`config.mk`:
```
export PLATFORM = sky130hd
export DESIGN_NAME = fsa_stream
export DESIGN_NICKNAME = d
export VERILOG_FILES = /design/src/fsa_pkg.sv /design/src/fsa_stream.sv
export SDC_FILE = /design/constraint.sdc
export NUM_CORES = 1
export LEC_CHECK = 0
export BUFFER_PORTS_ARGS = -buffer_cell sky130_fd_sc_hd__buf_2
export CAP_MARGIN = 20
export CELL_PAD_IN_SITES_DETAIL_PLACEMENT = 1
export CELL_PAD_IN_SITES_GLOBAL_PLACEMENT = 1
export CORE_ASPECT_RATIO = 1.2
export CORE_MARGIN = 5
export CORE_UTILIZATION = 39
export CTS_CLUSTER_SIZE = 10
export DETAILED_ROUTE_END_ITERATION = 6
export PLACE_DENSITY = 0.93
export SLEW_MARGIN = 15
export SYNTH_ARGS = -nofsm -noshare
export SYNTH_HDL_FRONTEND = slang
export SYNTH_SLANG_ARGS = --single-unit
```
`constraint.sdc`:
```
create_clock -name clk -period 4.9 [get_ports clk]
set_input_delay 1.225 -clock clk [delete_from_list [all_inputs] [get_ports clk]]
set_output_delay 1.225 -clock clk [all_outputs]
set_load 0.005 [all_outputs]
```
`src/fsa_pkg.sv`:
```
`default_nettype none

package fsa_pkg;

	localparam int PIXEL_W = 8;
	localparam int IMG_HW  = 12;
	localparam int IMG_WW  = 12;

	// bank geometry, one word per image row.
	localparam int BR_NUM = 4;
	localparam int BR_AW  = 12;
	localparam int BR_DW  = 32;

	// row word layout. bits above the hit flag stay zero.
	localparam int ROW_LEFT_LSB  = 0;
	localparam int ROW_RIGHT_LSB = 12;
	localparam int ROW_HIT_BIT   = 24;

	typedef logic [PIXEL_W-1:0] pixel_t;
	typedef logic [IMG_HW-1:0]  row_t;
	typedef logic [IMG_WW-1:0]  col_t;

	// one-hot bank select, zero selects nothing.
	typedef logic [BR_NUM-1:0] bank_map_t;

	typedef logic [BR_AW-1:0] br_addr_t;
	typedef logic [BR_DW-1:0] br_data_t;

endpackage

`default_nettype wire

```
`src/fsa_stream.sv`:
```
`timescale 1ns/100ps
`default_nettype none

module fsa_stream
	import fsa_pkg::*;
(
	input  wire           clk,
	input  wire           resetn,
	input  wire row_t     height,
	input  wire           fsync,
	output logic          rd_sof,
	output logic          rd_en,
	output br_addr_t      rd_addr,
	input  wire br_data_t rd_data,
	output logic          m_axis_tvalid,
	output br_data_t      m_axis_tdata,
	output logic          m_axis_tuser,
	output logic          m_axis_tlast,
	input  wire           m_axis_tready
);

	typedef enum logic [2:0] {
		idle,
		lock,
		read,
		wait_data,
		send
	} state_t;

	state_t     state;
	row_t       row;
	logic [1:0] lat;
	logic       last_row;
	logic       capture;

	assign rd_sof   = (state == lock);
	assign rd_en    = (state == read);
	assign rd_addr  = br_addr_t'(row);
	assign last_row = (row == row_t'(height - 1'b1));

	// the word is back in the reader register three cycles after rd_en.
	assign capture = (state == wait_data) && (lat == 2'd2);

	always_ff @(posedge clk) begin
		if (!resetn) begin
			state         <= idle;
			row           <= '0;
			lat           <= '0;
			m_axis_tvalid <= 1'b0;
		end else begin
			case (state)
				idle: begin
					if (fsync) begin
						state <= lock;
					end
				end
				lock: begin
					row   <= '0;
					state <= read;
				end
				read: begin
					lat   <= '0;
					state <= wait_data;
				end
				wait_data: begin
					lat <= lat + 1'b1;
					if (capture) begin
						m_axis_tvalid <= 1'b1;
						state         <= send;
					end
				end
				send: begin
					if (m_axis_tready) begin
						m_axis_tvalid <= 1'b0;
						if (last_row) begin
							state <= idle;
						end else begin
							row   <= row_t'(row + 1'b1);
							state <= read;
						end
					end
				end
				default: state <= idle;
			endcase
		end
	end

	always_ff @(posedge clk) begin
		if (capture) begin
			m_axis_tdata <= rd_data;
			m_axis_tuser <= (row == '0);
			m_axis_tlast <= last_row;
		end
	end

endmodule

`default_nettype wire

```
==> flow_summary.ini <==
[floorplanning]
die_y_um = 96.7
start_util_pct = 40.4
rows = 31
ioPinCount = 97
dieArea_mm2 = 0.00795
die_x_um = 82.2
core_mm2 = 0.00605

[yosys]
yosys-top-cells-count = edfxtp_1 (34), dfxtp_1 (18), a21oi_1 (14), nand2_1 (13), nor2_1 (12)
netlist_area_mm2 = 0.00244
syn-num-nets = 263
ys_warn_count = 0
yosysTopAreaCell = edfxtp_1
synthMostInstantiatedCell = edfxtp_1
ys_ff_latch = 52
synth_ff_type = edfxtp_1
ys_seq_area_share_pct = 56.6
async_reset_ff_share_pct = 0
yosysUniqueCellTypes = 53
netlist_instances = 211
postSynthAreaPerCell_um2 = 11.6
synth_edf_count = 34
synth_top_area_share_pct = 41.8
ys_top_cells_by_area = edfxtp_1 (42%), dfxtp_1 (15%), xnor2_1 (3.6%)

[critical_path]
max_stage_delay_ns = 0.41
cp.arrival_ns = 3.58
critPathLaunchType = primary input
cp_data_required_time_ns = 5.06
critPathTopFamily = simple AND/OR/NAND/NOR gates
crit_buf_inv = 2
critPathMostFrequentCell = or3_1
crit_chain = buf_2 -> inv_1 -> ha_1 -> nor3b_1 -> nor2_1 -> or3_1 -> a211oi_2 -> nand4_4 -> o21ai_4 -> or3_1 -> a21oi_1
critPathKind = primary input to flop
crit_fanout = 18
worst_path_max_delay_cell = o21ai_4
end_kind = flop

[placement]
io_buffers = 96
dpl_cell_area_mm2 = 0.00299
dp_hpwl_mm = 5.78
post-place-ws_ns = 1.12
finalWeightedCongestion = 0.852

[route]
wl_met3_um = 232
wl_met2_mm = 4.29
drc = 0
wl_met1_mm = 2.51
top_layer_used = met4
viasPerCell = 5.28
vias = 2059
drtPass1Iterations = 4
ant_nets = 0
drt_iter0_markers = 129
routed_wl_mm = 7.19
wl_per_cell_um = 18.4

[finish]
drive_gt1_share_pct = 36.7
antenna_cells = 0
area_growth_pct = 26.7
finalNetCount = 359
design_area_mm2 = 0.00310

[timing]
finalSetupViolCount = 0
fin_crit_ns = 3.42
tns_ns = 0
fmax_ghz = 0.292
final-hold-violation-count = 0
fin_skew_ns = 0.00636
slew_headroom_pct = 34.7
slew_viol_final = 0
tightest_slew_ns = 0.977
period_share_pct = 69.8
rsz0062_at_grt = no
whs_ns = 0.507
fin_ws_ns = 1.48

[global_route]
grt_max_degree = 37
grt_use_total_pct = 18.1
grt_pass1_vias = 2200
grt_first_pass_wirelength_mm = 11.0
gr-total-overflow = 0
grt_antenna_before_repair = 0

[job]
max_cap_viol_count = 0

[hold_path]
min_path_type = flop to flop

[clock_network]
clock_sinks = 52
ctsLongestPathBuffers = 2
clk_pin_slew_ns = 0.09
clk_latency_ns = 0.30
h-tree-depth = 2
holdBufCountCts = 0
post_cts_resized = 0
cts_buffers = 5
post-cts-setup-buffers = 0
clock-root-buffer = clkbuf_8
cts_tree = yes

[power]
leakagePower_nw = 1.23
peakVddDrop_mv = 0.193
power_density_mw_per_mm2 = 268

[status]
status = completed
## metrics by stage
stage	instances	total power [mW]	util, %
after floorplan	211	0.518	-
after global placement	382	0.546	49.4
after detailed placement	382	0.550	49.4
after CTS	390	0.832	51.2
after global routing	390	0.860	51.2
final	390	0.828	51.2
## report_power, final
| group | leakage, nW | internal, mW | switching [mW] | total, mW |
|---|---|---|---|---|
| clock network | 0.0552 | 0.152 | 0.136 | 0.288 |
| logic | 0.717 | 0.0313 | 0.0383 | 0.0695 |
| registers | 0.456 | 0.467 | 0.00380 | 0.471 |
| total | 1.23 | 0.650 | 0.178 | 0.828 |
## area by class of cell
class | count | area [µm²]
inverters | 7 | 26.3
clock buffers | 6 | 72.6
multi-input cells | 145 | 997
fillers | 712 | 2960
clock inverters | 2 | 35.0
well taps | 82 | 103
repair buffers | 96 | 480
flip-flops and latches | 52 | 1380
## registers in the layout, indices dropped and copies added (netlist names)
name and cells:
m_axis_tdata 32, rd_addr 12, state 3, lat 2, m_axis_tlast 1, m_axis_tuser 1
m_axis_tvalid 1
## cells by family after synthesis
kind of cell	share of synthesized area, %
multiplexers	0.410
AND/OR/NAND/NOR	20.2
flip-flops	56.6
AO/OA/AOI/OAI	12.8
adder cells (fa/ha/maj)	2.05
XOR/XNOR	5.02
buffers and inverters	2.92
## final timing paths
path,from,end,slack [ns],cells past startpoint
max,height[0],rd_addr[11]$_SDFFE_PN0P_,1.48,11
min,m_axis_tvalid$_SDFFE_PN0P_,m_axis_tvalid$_SDFFE_PN0P_,0.51,1
max reg2reg,rd_addr[2]$_SDFFE_PN0P_,rd_addr[11]$_SDFFE_PN0P_,2.33,8
min reg2reg,m_axis_tvalid$_SDFFE_PN0P_,m_axis_tvalid$_SDFFE_PN0P_,0.51,1
## placed cells by master, fill, tap and decap left out, drive strengths merged, types with 2 or more instances in the layout
master / n
a21oi: 14
and3: 2
buf: 96
clkbuf: 6
dfxtp: 18
edfxtp: 34
ha: 4
inv: 7
nand2: 13
nand2b: 3
nand3: 5
nand4: 3
nor2: 12
nor2b: 10
nor3: 2
nor3b: 4
nor4: 4
nor4b: 3
o211ai: 4
o21a: 2
o21ai: 9
o311ai: 2
o31ai: 2
or3: 9
or4: 5
xnor2: 10
xor2: 4
## layer usage
metal / up-vias / GRT usage (%)
li1: 985 / -
met1: 1018 / 17.5
met2: 43 / 36.0
met3: 13 / 3.35
met4: 0 / 5.88
met5: - / 0
## worst reg2reg max path, stage by stage (launching register included)
cell      delay [ns]
dfxtp_1         0.52
nor4bb_1        0.35
o211ai_1        0.12
or3_1           0.33
a211oi_2        0.27
nand4_4         0.16
o21ai_4         0.41
or3_1           0.19
a21oi_1         0.07
Note: power is estimated with default switching activity, not from simulation.
