--- config.mk ---
export PLATFORM = sky130hd
export DESIGN_NAME = fsa_core
export DESIGN_NICKNAME = d
export VERILOG_FILES = /design/src/fsa_pkg.sv /design/src/fsa_core.sv
export SDC_FILE = /design/constraint.sdc
export NUM_CORES = 1
export LEC_CHECK = 0
export ABC_AREA = 1
export BUFFER_PORTS_ARGS = -buffer_cell sky130_fd_sc_hd__buf_2
export CORE_MARGIN = 10
export CORE_UTILIZATION = 50
export CTS_CLUSTER_SIZE = 8
export DETAILED_ROUTE_END_ITERATION = 6
export MAX_ROUTING_LAYER = met4
export PLACE_DENSITY = 0.85
export RECOVER_POWER = 50
export SLEW_MARGIN = 20
export SYNTH_ARGS = -nofsm -noshare
export SYNTH_HDL_FRONTEND = slang
export SYNTH_SLANG_ARGS = --single-unit
export TNS_END_PERCENT = 5
--- constraint.sdc ---
create_clock -name clk -period 12.3 [get_ports clk]
set_input_delay 2.46 -clock clk [delete_from_list [all_inputs] [get_ports clk]]
set_output_delay 2.46 -clock clk [all_outputs]
set_load 0.03 [all_outputs]
--- src/fsa_pkg.sv ---
`default_nettype none

package fsa_pkg;

	localparam int PIXEL_W = 8;
	localparam int IMG_HW  = 12;
	localparam int IMG_WW  = 12;

	// bank geometry, one word per image row.
	localparam int BR_NUM = 4;
	localparam int BR_AW  = 12;
	localparam int BR_DW  = 32;

	// row word layout. bits above the hit flag stay zero.
	localparam int ROW_LEFT_LSB  = 0;
	localparam int ROW_RIGHT_LSB = 12;
	localparam int ROW_HIT_BIT   = 24;

	typedef logic [PIXEL_W-1:0] pixel_t;
	typedef logic [IMG_HW-1:0]  row_t;
	typedef logic [IMG_WW-1:0]  col_t;

	// one-hot bank select, zero selects nothing.
	typedef logic [BR_NUM-1:0] bank_map_t;

	typedef logic [BR_AW-1:0] br_addr_t;
	typedef logic [BR_DW-1:0] br_data_t;

endpackage

`default_nettype wire

--- src/fsa_core.sv ---
`timescale 1ns/100ps
`default_nettype none

module fsa_core
	import fsa_pkg::*;
(
	input  wire         clk,
	input  wire         resetn,
	input  wire row_t   height,
	input  wire col_t   width,
	input  wire pixel_t ref_data,
	input  wire         s_axis_tvalid,
	input  wire         s_axis_tuser,
	input  wire         s_axis_tlast,
	input  wire pixel_t s_axis_tdata,
	output logic        s_axis_tready,
	output logic        sof,
	output logic        wr_done,
	output bank_map_t   wr_en,
	output br_addr_t    wr_addr,
	output br_data_t    wr_data,
	input  wire bank_map_t wr_bmp,
	output logic        ana_done,
	output col_t        lft_v,
	output col_t        rt_v
);

	logic     beat;
	logic     row_end;
	col_t     col_cnt;
	row_t     row_cnt;
	col_t     cur_col;
	row_t     cur_row;
	logic     qual;
	logic     row_hit;
	col_t     row_left;
	col_t     row_right;
	logic     prior_hit;
	logic     hit_n;
	col_t     left_n;
	col_t     right_n;
	logic     frm_hit;
	col_t     frm_min;
	col_t     frm_max;
	logic     prior_frm;
	col_t     frm_min_n;
	col_t     frm_max_n;
	logic     wr_req;
	logic     done_pend;
	br_data_t word_n;

	assign beat    = s_axis_tvalid & s_axis_tready;
	assign row_end = beat & s_axis_tlast;

	// a tuser beat is always column 0 of row 0, whatever the counters say.
	assign cur_col = s_axis_tuser ? '0 : col_cnt;
	assign cur_row = s_axis_tuser ? '0 : row_cnt;

	// pixels past the programmed width never qualify.
	assign qual = beat && (s_axis_tdata >= ref_data) && (cur_col < width);

	assign prior_hit = (cur_col != '0) && row_hit;
	assign hit_n     = prior_hit | qual;
	assign left_n    = prior_hit ? row_left : (qual ? cur_col : '0);
	assign right_n   = qual ? cur_col : (prior_hit ? row_right : '0);

	// frame bounds only look at rows that had a hit.
	assign prior_frm = (cur_row != '0) && frm_hit;
	assign frm_min_n = (hit_n && (!prior_frm || left_n < frm_min)) ? left_n :
	                   (prior_frm ? frm_min : '0);
	assign frm_max_n = (hit_n && (!prior_frm || right_n > frm_max)) ? right_n :
	                   (prior_frm ? frm_max : '0);

	always_comb begin
		word_n = '0;
		word_n[ROW_LEFT_LSB +: IMG_WW]  = left_n;
		word_n[ROW_RIGHT_LSB +: IMG_WW] = right_n;
		word_n[ROW_HIT_BIT]             = hit_n;
	end

	// the bank map arrives with the first row's write request.
	assign wr_en   = wr_req ? wr_bmp : '0;
	assign wr_done = ana_done;

	always_ff @(posedge clk) begin
		if (!resetn) begin
			s_axis_tready <= 1'b0;
			col_cnt       <= '0;
			row_cnt       <= '0;
			row_hit       <= 1'b0;
			frm_hit       <= 1'b0;
			sof           <= 1'b0;
			wr_req        <= 1'b0;
			done_pend     <= 1'b0;
			ana_done      <= 1'b0;
			lft_v         <= '0;
			rt_v          <= '0;
		end else begin
			s_axis_tready <= 1'b1;
			sof           <= beat & s_axis_tuser;
			wr_req        <= row_end;
			done_pend     <= row_end && (row_t'(cur_row + 1'b1) == height);
			ana_done      <= done_pend;
			if (beat) begin
				col_cnt <= row_end ? '0 : col_t'(cur_col + 1'b1);
				row_cnt <= row_end ? row_t'(cur_row + 1'b1) : cur_row;
				row_hit <= hit_n;
			end
			if (row_end) begin
				frm_hit <= prior_frm | hit_n;
			end
			if (done_pend) begin
				lft_v <= frm_min;
				rt_v  <= frm_max;
			end
		end
	end

	always_ff @(posedge clk) begin
		if (beat) begin
			row_left  <= left_n;
			row_right <= right_n;
		end
		if (row_end) begin
			frm_min <= frm_min_n;
			frm_max <= frm_max_n;
			wr_addr <= br_addr_t'(cur_row);
			wr_data <= word_n;
		end
	end

endmodule

`default_nettype wire

==> run metrics <==
Overall Global Routing Usage 18.1%; Die Y 137 um; Final Cycle Share 64.3%; Rows 42; clock sink count 140; grt total ovfl 0; clk buf depth 2; Hold Crit Depth 2; Critical Path Start s_axis_tuser; clk_lat worst skew 410 ps; cell internal pwr 828 uW; first-pass GRT wire length 26300 um; Vias/cell 5.07; f_max 126 MHz; CP max stage delay 930 ps; Max transition margin -55.4%; reg2reg path depth 20; Slowest-stage cell, CP clkbuf_1; Routed WL 16500 um; commonest non-fill, non-tap cell in the layout inv_1; skew final 7.57 ps; clk slew on worst S/H paths 60 ps; Resized cells post-CTS 0; Final WS setup 4390 ps; sw power 233 uW; worst hold slack 467 ps; Critical Path Sink Type flip-flop; largest net degree at the start of global routing 49; Ys Warns 0; n_diodes 0; initial antenna violation count 0; Tmin final 7910 ps; Detailed Route Iter0 Violations 390; routed via count 5354; postcts setup bufs 0; Final Net Count 960; Critical Path, Cell by Cell clkbuf_1, inv_1, nand2_1, inv_1, ha_1, nand2_1, nor2_1, nand2_1, nand2_1, nand2_1, nand3_1, nor2_1, inv_1, nor2_1, a31oi_1, inv_1, ha_1, nand4_1, nor3_1, a21oi_1, o21ai_0, nand2_1, a21oi_2; # DRC 2; Lkg Pwr 0.00348 uW; Seq cells post-synth 140; synth unique cells 42; total iterations of the first detailed-routing run 7; Critical Path AT 7950 ps; register area share after synthesis 53.0%; sequential power share 47.5%; chip width 137 um; clock root buffer clkbuf_16; fraction of layout cells with a size suffix above 1 12.6%; VDD IR max 0.0977 mV; core box area 13300 um2; Detail Placement HPWL 11800 um; Final Max Tran Viols 39; # H-tree levels 4; CTS tree built; IO Pins 125; most used cell, CP nand2_1; status complete, but fails checks; worst reg2reg startpoint col_cnt[11]; CTS buffer count 17; Die ar. 18900 um2; Setup violations, final 0; Synth Cell Area 6890 um2; Inst Count DP 1024; CP required 12340 ps; TNS Setup 0 ps; Worst Path Max Fanout 25; IO buf count 117; post-synthesis cell count 752; Area growth, synth to finish 17.1%; GP Congestion 0.935; most frequent cells in the layout inv_1, nand2_1, edfxtp_1; pre-CTS setup slack 4500 ps; Min-Delay Path Class flip-flop to flip-flop; Final Hold Viols 0; final non-filler cell total 1055; Worst Path Class, Setup primary input to flip-flop; Slew @ Worst Pin 2330 ps; min-delay src col_cnt[9]; Avg WL per Cell 15.6 um; max cap viols 1; Core Util, Final 60.5%; combinational share of power 5.0%; vias in the first global route 5391; CP Launch Type primary input; power per cell area 131 nW/um2; switching part of the total power 22.0%; Initial Util 51.6%; ANT nets after route 0; failing checks DRC, capacitance limit, slew limit; Clock power frac 47.5%; RSZ-0062 raised after global routing no; CTS Hold Bufs 0; Avg Synthesized Cell Area 9.17 um2
worst paths after layout:
path                                   end  slack, ps
worst max-delay path            frm_max[8]       4390
worst max register to register  frm_max[8]       7430
worst min-delay path            col_cnt[9]        470
worst min register to register  col_cnt[9]        470
synthesized netlist by cell type (all sizes together):
cell type	count	area share (%)
inv	153	8.4
nand2	94	5.3
nor2	92	5.7
edfxtp	85	37
a21oi	57	4.1
dfxtp	55	16
o21ai	49	3.6
ha	44	8.0
nand3	17	1.3
buf	15	1.8
clkbuf	14	0.76
a31oi	13	1.2
o22ai	12	1.1
xor2	12	1.5
nor3	9	0.87
nand4	7	0.73
xnor2	6	0.76
a211oi	3	0.33
nor4	3	0.27
nand3b	2	0.22
a211o	1	0.13
a221o	1	0.15
clkinv	1	0.054
conb	1	0.054
o2111ai	1	0.13
o211ai	1	0.11
o21a	1	0.11
o21bai	1	0.11
o221a	1	0.16
or2	1	0.091
critical path: cells and delay by family:
kind	cells	cell delay (ps)
compound gates	4	1260
fa+ha+maj	2	600
buf+inv	5	2070
simple gates	12	1540
logic make-up after synthesis:
kind of cell | synth area share (%)
AOI/OAI and AO/OA | 11.2
xor gates and xnor gates | 2.29
adders and majority gates | 7.99
buffers and inverters | 11.0
DFF | 53.0
other | 0.0544
and+or+nand+nor | 14.5
power groups by stage:
stage               combinational, uW  clock (uW)  sequential (uW)
finish                           53.2         504              504
global route                     60.0         527              504
CTS                              54.5         507              503
detailed placement               53.9           0              513
global placement                 52.7           0              513
floorplan                        34.1           0              517
state kept, by name, summed over array words and instances, names as in the netlist, 12 cells and up:
register / cells
row_left: 12
rt_v: 12
row_cnt: 12
lft_v: 12
frm_max: 12
frm_min: 12
col_cnt: 12
wr_addr: 12
row_right: 12
wr_data: 25
area by class of cell:
cell class,count,area (um2)
inverters,154,581
clock inverters,8,81.3
repair buffers,119,513
well taps,176,220
flip-flops and latches,140,3650
multi-input cells,435,2510
fillers,1128,5280
clock buffers,23,509
routing by layer:
metal / track usage [%] / vias to the layer above / part of all wire [%]
met3: 3.93 / 35 / 5.8
met4: 7.38 / 0 / 2.2
met1: 21.4 / 2460 / 43
met2: 29.3 / 176 / 49
li1: - / 2683 / -
met5: - / - / 0
stage by stage:
stage	total power (uW)	area (um2)
2_1_floorplan	551	6920
3_3_place_gp	566	7570
3_5_place_dp	567	7570
4_1_cts	1060	8160
5_1_grt	1090	8070
6_report	1060	8070
Power figures use the tool's default switching activity.
