## src/fsa_pkg.sv

```systemverilog
`default_nettype none

package fsa_pkg;

	localparam int PIXEL_W = 8;
	localparam int IMG_HW  = 12;
	localparam int IMG_WW  = 12;

	// bank geometry, one word per image row.
	localparam int BR_NUM = 4;
	localparam int BR_AW  = 12;
	localparam int BR_DW  = 32;

	// row word layout. bits above the hit flag stay zero.
	localparam int ROW_LEFT_LSB  = 0;
	localparam int ROW_RIGHT_LSB = 12;
	localparam int ROW_HIT_BIT   = 24;

	typedef logic [PIXEL_W-1:0] pixel_t;
	typedef logic [IMG_HW-1:0]  row_t;
	typedef logic [IMG_WW-1:0]  col_t;

	// one-hot bank select, zero selects nothing.
	typedef logic [BR_NUM-1:0] bank_map_t;

	typedef logic [BR_AW-1:0] br_addr_t;
	typedef logic [BR_DW-1:0] br_data_t;

endpackage

`default_nettype wire

```

## src/mutex_buffer.sv

```systemverilog
`timescale 1ns/100ps
`default_nettype none

module mutex_buffer
	import fsa_pkg::*;
(
	input  wire  clk,
	input  wire  resetn,
	input  wire  w_sof,
	input  wire  w_done,
	output bank_map_t w_bmp,
	input  wire  r0_sof,
	output bank_map_t r0_bmp,
	input  wire  r1_sof,
	output bank_map_t r1_bmp
);

	bank_map_t latest;
	bank_map_t busy;
	bank_map_t free_bmp;

	// the writer may not touch the newest frame or anything a reader holds.
	assign busy = latest | r0_bmp | r1_bmp;

	// scan downward so the lowest free bank is the one left selected.
	always_comb begin
		free_bmp = '0;
		for (int b = BR_NUM - 1; b >= 0; b--) begin
			if (!busy[b]) begin
				free_bmp = bank_map_t'(1) << b;
			end
		end
	end

	always_ff @(posedge clk) begin
		if (!resetn) begin
			latest <= '0;
			w_bmp  <= '0;
			r0_bmp <= '0;
			r1_bmp <= '0;
		end else begin
			if (w_sof) begin
				w_bmp <= free_bmp;
			end
			if (w_done) begin
				latest <= w_bmp;
			end
			if (r0_sof) begin
				r0_bmp <= latest;
			end
			if (r1_sof) begin
				r1_bmp <= latest;
			end
		end
	end

endmodule

`default_nettype wire

```

## config.mk

```make
export PLATFORM = sky130hd
export DESIGN_NAME = mutex_buffer
export DESIGN_NICKNAME = d
export VERILOG_FILES = /design/src/fsa_pkg.sv /design/src/mutex_buffer.sv
export SDC_FILE = /design/constraint.sdc
export NUM_CORES = 1
export LEC_CHECK = 0
export BUFFER_PORTS_ARGS = -buffer_cell sky130_fd_sc_hd__buf_4
export CAP_MARGIN = 20
export CORE_AREA = 2 2 39 41
export DETAILED_ROUTE_END_ITERATION = 8
export DIE_AREA = 0 0 41 43
export GPL_TIMING_DRIVEN = 0
export PLACE_DENSITY_LB_ADDON = 0.2
export SLEW_MARGIN = 20
export SYNTH_ARGS = -nofsm -noshare
export SYNTH_HDL_FRONTEND = slang
export SYNTH_SLANG_ARGS = --single-unit
```

## constraint.sdc

```tcl
create_clock -name clk -period 2.9 [get_ports clk]
set_input_delay 0.145 -clock clk [delete_from_list [all_inputs] [get_ports clk]]
set_output_delay 0.145 -clock clk [all_outputs]
set_load 0.1 [all_outputs]
```

==> impl_metrics.py, run 1 <==
metrics = {
    "die": {
        "rows": 14,
        "chipHeight_um": 43,
        "initial_core_util": 0.451,
        "core_um2": 1380,
        "fp.dieW_um": 41,
        "die-area_um2": 1760,
        "io_pins": 18,
    },
    "timing": {
        "hold_violations": 0,
        "finClkSkew_ps": 5.37,
        "min_period_ps": 1110,
        "fin_crit_sh": 0.384,
        "clock.fmax_ghz": 0.898,
        "worst_slack_ps": 1790,
        "setup-tns-final_ps": 0,
        "slew_headroom": 0.780,
        "worst_pin_slew_ps": 331,
        "finalSetupViolations": 0,
        "timing.hold.ws_ps": 135,
        "slew_viol_final": 0,
        "rsz0062_at_grt": "false",
    },
    "layout": {
        "nFillCells": 133,
        "fin_cells": 93,
        "layout-drive-gt1-share": 0.234,
        "nNetsFinal": 84,
        "antenna_cells": 0,
        "area_growth_syn_to_layout_pct": 25.9,
    },
    "critical_path": {
        "cp_max_fo": 4,
        "crit_cells": 1,
        "path_class": "register to primary output",
        "reg2reg_slack_ps": 1820,
        "cp-start-kind": "register",
        "cp-end-kind": "primary output",
        "r2r-end": "w_bmp[3]",
        "cp_cell_sequence": "buf_4",
        "worst-path-buf-inv": 1,
        "cpPeakStageDelay_ps": 380,
        "r2r-start": "r0_bmp[1]",
        "required_ps": 2760,
        "critPathTopFamily": "flip-flops",
        "rr_worst_depth": 2,
        "critPathSlowestCell": "dfxtp_1",
        "arrival_ps": 970,
    },
    "outcome": {
        "outcome": "completed",
    },
    "clocking": {
        "cts_made_buffers": 3,
        "cts_max_path_buffers": 2,
        "numClockSinks": 16,
        "cts.htree.levels": 1,
        "clk_pin_slew_ps": 100,
        "tritoncts": "built",
        "cts-root-buf": "clkbuf_4",
        "insertion_delay_ps": 280,
        "hold_buffers": 0,
        "postCtsSetupBuffers": 0,
        "ctsResizeCount": 0,
    },
    "power": {
        "power-per-cell-area_nw_per_um2": 538,
        "power.leakage_nw": 0.359,
        "irDropWorstVdd_mv": 0.481,
        "p_total_uw": 423,
    },
    "synthesis": {
        "synth_seq_cells": 16,
        "synthMostInstantiatedCell": "dfxtp_1",
        "synthDominantAreaCellType": "dfxtp_1",
        "synthTopCellsByArea": "dfxtp_1 (51%), mux2i_1 (19%), nor2b_1 (14%), clkbuf_1 (2.4%), a41o_1 (1.6%)",
        "yosysSeqAreaShare": 0.513,
        "yosys-top-cells-count": "dfxtp_1 (16), nor2b_1 (14), mux2i_1 (12)",
        "synth_area_um2": 624,
        "synth_cell_types": 16,
        "synth_top_area_frac": 0.513,
        "postSynthAreaPerCell_um2": 10.6,
        "synthCells": 59,
        "ys.warnings.count": 0,
        "async_flop_share": 0,
        "synth_nets": 65,
        "ys.flop_type": "dfxtp_1",
        "synth_edf_count": 0,
    },
    "worst_hold_path": {
        "worst_hold_path.endpoint": "r0_bmp[3]",
        "worst_hold_path.num_cells": 2,
        "hold_path.class": "input port to register",
        "min_from": "resetn",
    },
    "drt": {
        "route.detailed.drc": 0,
        "firstDrtPassIters": 4,
        "route.vias.total": 461,
        "routed_wl_um": 1160,
        "first_iter_violations": 1,
        "avgRoutedWirePerCell_um": 12.5,
        "postRouteAntennaNets": 0,
        "viasPerCell": 4.96,
    },
    "global_route": {
        "busiest_layer": "met2",
        "grt_pass1_vias": 403,
        "grtUsageMet2": 0.216,
        "grt_max_degree": 11,
        "met3_usage": 0.0314,
        "grt_overflow": 0,
        "grtUsageMet1": 0.198,
        "antenna_found_initial": 0,
        "grt_use_total": 0.152,
        "grt_pass1_wl_um": 1750,
    },
    "run": {
        "maxCapViolCount": 0,
    },
    "placed_design": {
        "placed_cells": 89,
        "port_buffers": 14,
        "place_ws_ps": 1840,
        "gp_congestion": 0.685,
    },
}
==> cell usage in the layout (no fill, tap or decap) <==
master     n
a21oi_1    1
a41o_1     1
and3b_1    1
buf_4     14
clkbuf_1   4
clkbuf_4   3
clkbuf_8   1
dfxtp_1   16
mux2i_1   12
nand2_1    1
nand3b_1   1
nand4_1    1
nor2_1     1
nor2b_1   14
nor3_1     2
nor4_1     1
o21ai_0    1
o31a_1     1
or3_1      1
==> where the power goes <==
part | switching [mW] | total (mW) | internal (mW)
logic | 0.0339 | 0.0498 | 0.0159
registers | 0.00304 | 0.227 | 0.224
clock network | 0.0704 | 0.147 | 0.0763
==> kinds of logic (layout without fill, tap and decap cells) <==
logic type	Yosys count	in the layout	share of synthesized area
compound gates	4	4	0.0461
flops	16	16	0.513
buf+inv	4	22	0.0240
simple gates	23	23	0.224
mux	12	12	0.192
==> per-layer routing <==
| metal | vias to the layer above | share of wire |
|---|---|---|
| met2 | 13 | 0.45 |
| met1 | 206 | 0.49 |
| met3 | 2 | 0.053 |
| met5 | - | 0 |
| met4 | 0 | 0.012 |
| li1 | 240 | - |
==> flip-flops by register name, indices dropped and copies added (netlist names) <==
register / count
latest: 4
r0_bmp: 4
r1_bmp: 4
w_bmp: 4
==> per-stage QoR <==
step           cell area [µm²]   util
6_report                   786  0.568
3_3_place_gp               749  0.542
4_1_cts                    786  0.568
5_1_grt                    786  0.568
3_5_place_dp               749  0.542
2_1_floorplan              624      -
==> area by class of cell <==
| type | instances | area, µm² | share of cell area |
|---|---|---|---|
| timing repair buffer | 14 | 105 | 0.134 |
| buffer | 4 | 15.0 | 0.0191 |
| sequential | 16 | 320 | 0.408 |
| multi-input combinational | 39 | 289 | 0.368 |
| tap | 16 | 20.0 | 0.0255 |
| clock buffer | 4 | 36.3 | 0.0462 |
==> worst max-delay path by stage <==
stage	from	endpoint	slack (ps)
2_1_floorplan	r0_bmp[2]	w_bmp[3]	1360
3_3_place_gp	r0_bmp[1]	w_bmp[3]	1850
3_5_place_dp	r0_bmp[1]	w_bmp[3]	1840
4_1_cts	r1_bmp[1]	r1_bmp[1]	1780
5_1_grt	r1_bmp[1]	r1_bmp[1]	1730
6_report	r1_bmp[1]	r1_bmp[1]	1790
Power figures use the tool's default switching activity.
==> run 2, diff against run 1 <==
--- a/config.mk
+++ b/config.mk
@@ -5,11 +5,12 @@
 export SDC_FILE = /design/constraint.sdc
 export NUM_CORES = 1
 export LEC_CHECK = 0
+export ABC_AREA = 1
 export BUFFER_PORTS_ARGS = -buffer_cell sky130_fd_sc_hd__buf_4
 export CAP_MARGIN = 20
-export CORE_AREA = 2 2 39 41
+export CORE_MARGIN = 2
+export CORE_UTILIZATION = 47
 export DETAILED_ROUTE_END_ITERATION = 8
-export DIE_AREA = 0 0 41 43
 export GPL_TIMING_DRIVEN = 0
 export PLACE_DENSITY_LB_ADDON = 0.2
 export SLEW_MARGIN = 20
==> constraint.sdc (replaced) <==
create_clock -name clk -period 1.15 [get_ports clk]
set_input_delay 0.0575 -clock clk [delete_from_list [all_inputs] [get_ports clk]]
set_output_delay 0.0575 -clock clk [all_outputs]
set_load 0.1 [all_outputs]
==> impl_metrics.py, run 2 <==
metrics = {
    "clocking": {
        "ctsResizeCount": 0,
        "cts.htree.levels": 1,
        "cts_made_buffers": 3,
        "cts_max_path_buffers": 2,
        "numClockSinks": 16,
        "cts-root-buf": "clkbuf_4",
        "clk_pin_slew_ps": 90,
        "tritoncts": "built",
        "insertion_delay_ps": 290,
    },
    "drt": {
        "firstDrtPassIters": 4,
        "route.detailed.drc": 0,
        "avgRoutedWirePerCell_um": 11.1,
        "routed_wl_um": 1360,
        "postRouteAntennaNets": 0,
        "viasPerCell": 4.84,
        "route.vias.total": 591,
        "first_iter_violations": 15,
    },
    "layout": {
        "layout_common_cells": "nor2_1 (20), buf_4 (17), o21ai_0 (13)",
        "area_growth_syn_to_layout_pct": 39.5,
        "nNetsFinal": 115,
        "layout-drive-gt1-share": 0.333,
        "layout_commonest_cell": "nor2_1",
        "antenna_cells": 0,
        "post-route-cell-area_um2": 852,
        "finish.utilization": 0.737,
        "nFillCells": 97,
    },
    "placed_design": {
        "place_ws_ps": 253,
        "dpl.hpwl_um": 929,
        "gp_congestion": 0.692,
        "dpl-instance-area_um2": 776,
        "port_buffers": 17,
    },
    "critical_path": {
        "cp_max_fo": 4,
        "arrival_ps": 940,
        "cp-startpoint": "r1_bmp[2]",
        "cp-start-kind": "register",
        "cpPeakStageDelay_ps": 360,
        "rr_worst_depth": 6,
        "path_class": "register to primary output",
        "reg2reg_slack_ps": 230,
        "worst-path-buf-inv": 1,
        "r2r-start": "r0_bmp[0]",
        "cp-end-kind": "primary output",
        "critPathTopFamily": "flip-flops",
        "critPathSlowestCell": "dfxtp_2",
        "crit_cells": 1,
        "required_ps": 1090,
        "cp_cell_sequence": "buf_4",
    },
    "synthesis": {
        "async_flop_share": 0,
        "synth_seq_cells": 16,
        "synthTopCellsByArea": "dfxtp_1 (52%), nor2_1 (12%), o21ai_0 (11%), a21oi_1 (7.4%), inv_1 (6.8%)",
        "ys.flop_type": "dfxtp_1",
        "synth_cell_types": 12,
        "synth_area_um2": 611,
        "synthDominantAreaCellType": "dfxtp_1",
        "synth_xor_area_frac": 0,
        "synthMostInstantiatedCell": "nor2_1",
        "ys.warnings.count": 0,
        "synth_edf_count": 0,
        "yosysSeqAreaShare": 0.525,
        "synth_top_family_by_area": "simple AND/OR/NAND/NOR gates",
        "synth_top_area_frac": 0.525,
        "synthAdderAreaFrac": 0,
        "synth_compound_area_frac": 0.195,
        "yosys-top-cells-count": "nor2_1 (20), dfxtp_1 (16), o21ai_0 (13)",
        "postSynthAreaPerCell_um2": 7.36,
        "synth_mux_area_frac": 0,
        "synth_nets": 89,
        "synthCells": 83,
        "synthSimpleGateAreaFrac": 0.201,
    },
    "global_route": {
        "grt_max_degree": 11,
        "grtUsageMet2": 0.290,
        "grt_use_total": 0.193,
        "antenna_found_initial": 0,
        "grt_pass1_wl_um": 2010,
        "grt_pass1_vias": 463,
        "grtUsageMet1": 0.261,
        "met3_usage": 0.0333,
        "busiest_layer": "met2",
        "grt_overflow": 0,
    },
    "outcome": {
        "outcome": "completed",
    },
    "run": {
        "maxCapViolCount": 0,
    },
    "timing": {
        "timing.hold.ws_ps": 29.7,
        "worst_pin_slew_ps": 347,
        "fin_crit_sh": 0.864,
        "rsz0062_at_grt": "false",
        "slew_headroom": 0.769,
        "hold_violations": 0,
        "slew_viol_final": 0,
        "worst_slack_ps": 156,
        "setup-tns-final_ps": 0,
        "clock.fmax_ghz": 1.01,
        "finalSetupViolations": 0,
        "min_period_ps": 994,
        "finClkSkew_ps": 3.52,
    },
    "power": {
        "power.leakage_nw": 0.399,
        "irDropWorstVdd_mv": 1.04,
        "power-per-cell-area_nw_per_um2": 1560,
    },
    "die": {
        "fp.dieW_um": 40.0,
        "io_pins": 18,
        "initial_core_util": 0.528,
        "rows": 12,
        "core_um2": 1160,
        "die-area_um2": 1600,
        "chipHeight_um": 40.0,
    },
    "worst_hold_path": {
        "hold_path.class": "input port to register",
        "worst_hold_path.num_cells": 3,
        "min_from": "resetn",
    },
}
run 2: changes by cell type after synthesis, moves of 2 or more:
cell      previous run  this run
nor2b_1             14         0
inv_1                0        11
a21oi_1              1         9
o21ai_0              1        13
mux2i_1             12         0
nand2_1              1         8
nor3_1               2         0
nor2_1               1        20
clkbuf_1             4         1
run 2: stage by stage:
step,power [mW],cells
after floorplan,0.873,83
after global placement,0.948,114
after detailed placement,0.953,114
after CTS,1.33,122
after global routing,1.38,122
final,1.33,122
run 2: kinds of logic after synthesis:
family | Yosys count
simple gates | 31
compound gates | 23
flops | 16
buf+inv | 13
run 2: path summary, 6_finish.rpt:
| kind | to |
|---|---|
| worst min register to register | latest[1] |
| worst max-delay path | r1_bmp[2] |
| worst min-delay path | r0_bmp[1] |
| worst max register to register | w_bmp[2] |
run 2: routing by layer:
| metal | wire (µm) | vias up |
|---|---|---|
| li1 | - | 314 |
| met3 | 82 | 7 |
| met2 | 604 | 26 |
| met4 | 40 | 0 |
| met1 | 630 | 244 |
| met5 | 0 | - |
run 2: repair_timing:
| item | 4_1_cts | 5_1_grt |
|---|---|---|
| hold endpoints to repair | 7 | 0 |
| hold buffers | 4 | 0 |
| buffers inserted | 0 | 0 |
run 2: cell type report:
cell class | count | area [µm²] | area share
buffer | 1 | 3.75 | 0.00441
clock buffer | 4 | 36.3 | 0.0426
inverter | 12 | 45.0 | 0.0529
multi-input combinational | 54 | 241 | 0.283
sequential | 16 | 340 | 0.399
tap | 14 | 17.5 | 0.0206
timing repair buffer | 21 | 168 | 0.197
run 2: power breakdown:
part | internal (mW) | switching, mW
logic | 0.0834 | 0.256
registers | 0.589 | 0.0249
clock network | 0.193 | 0.183
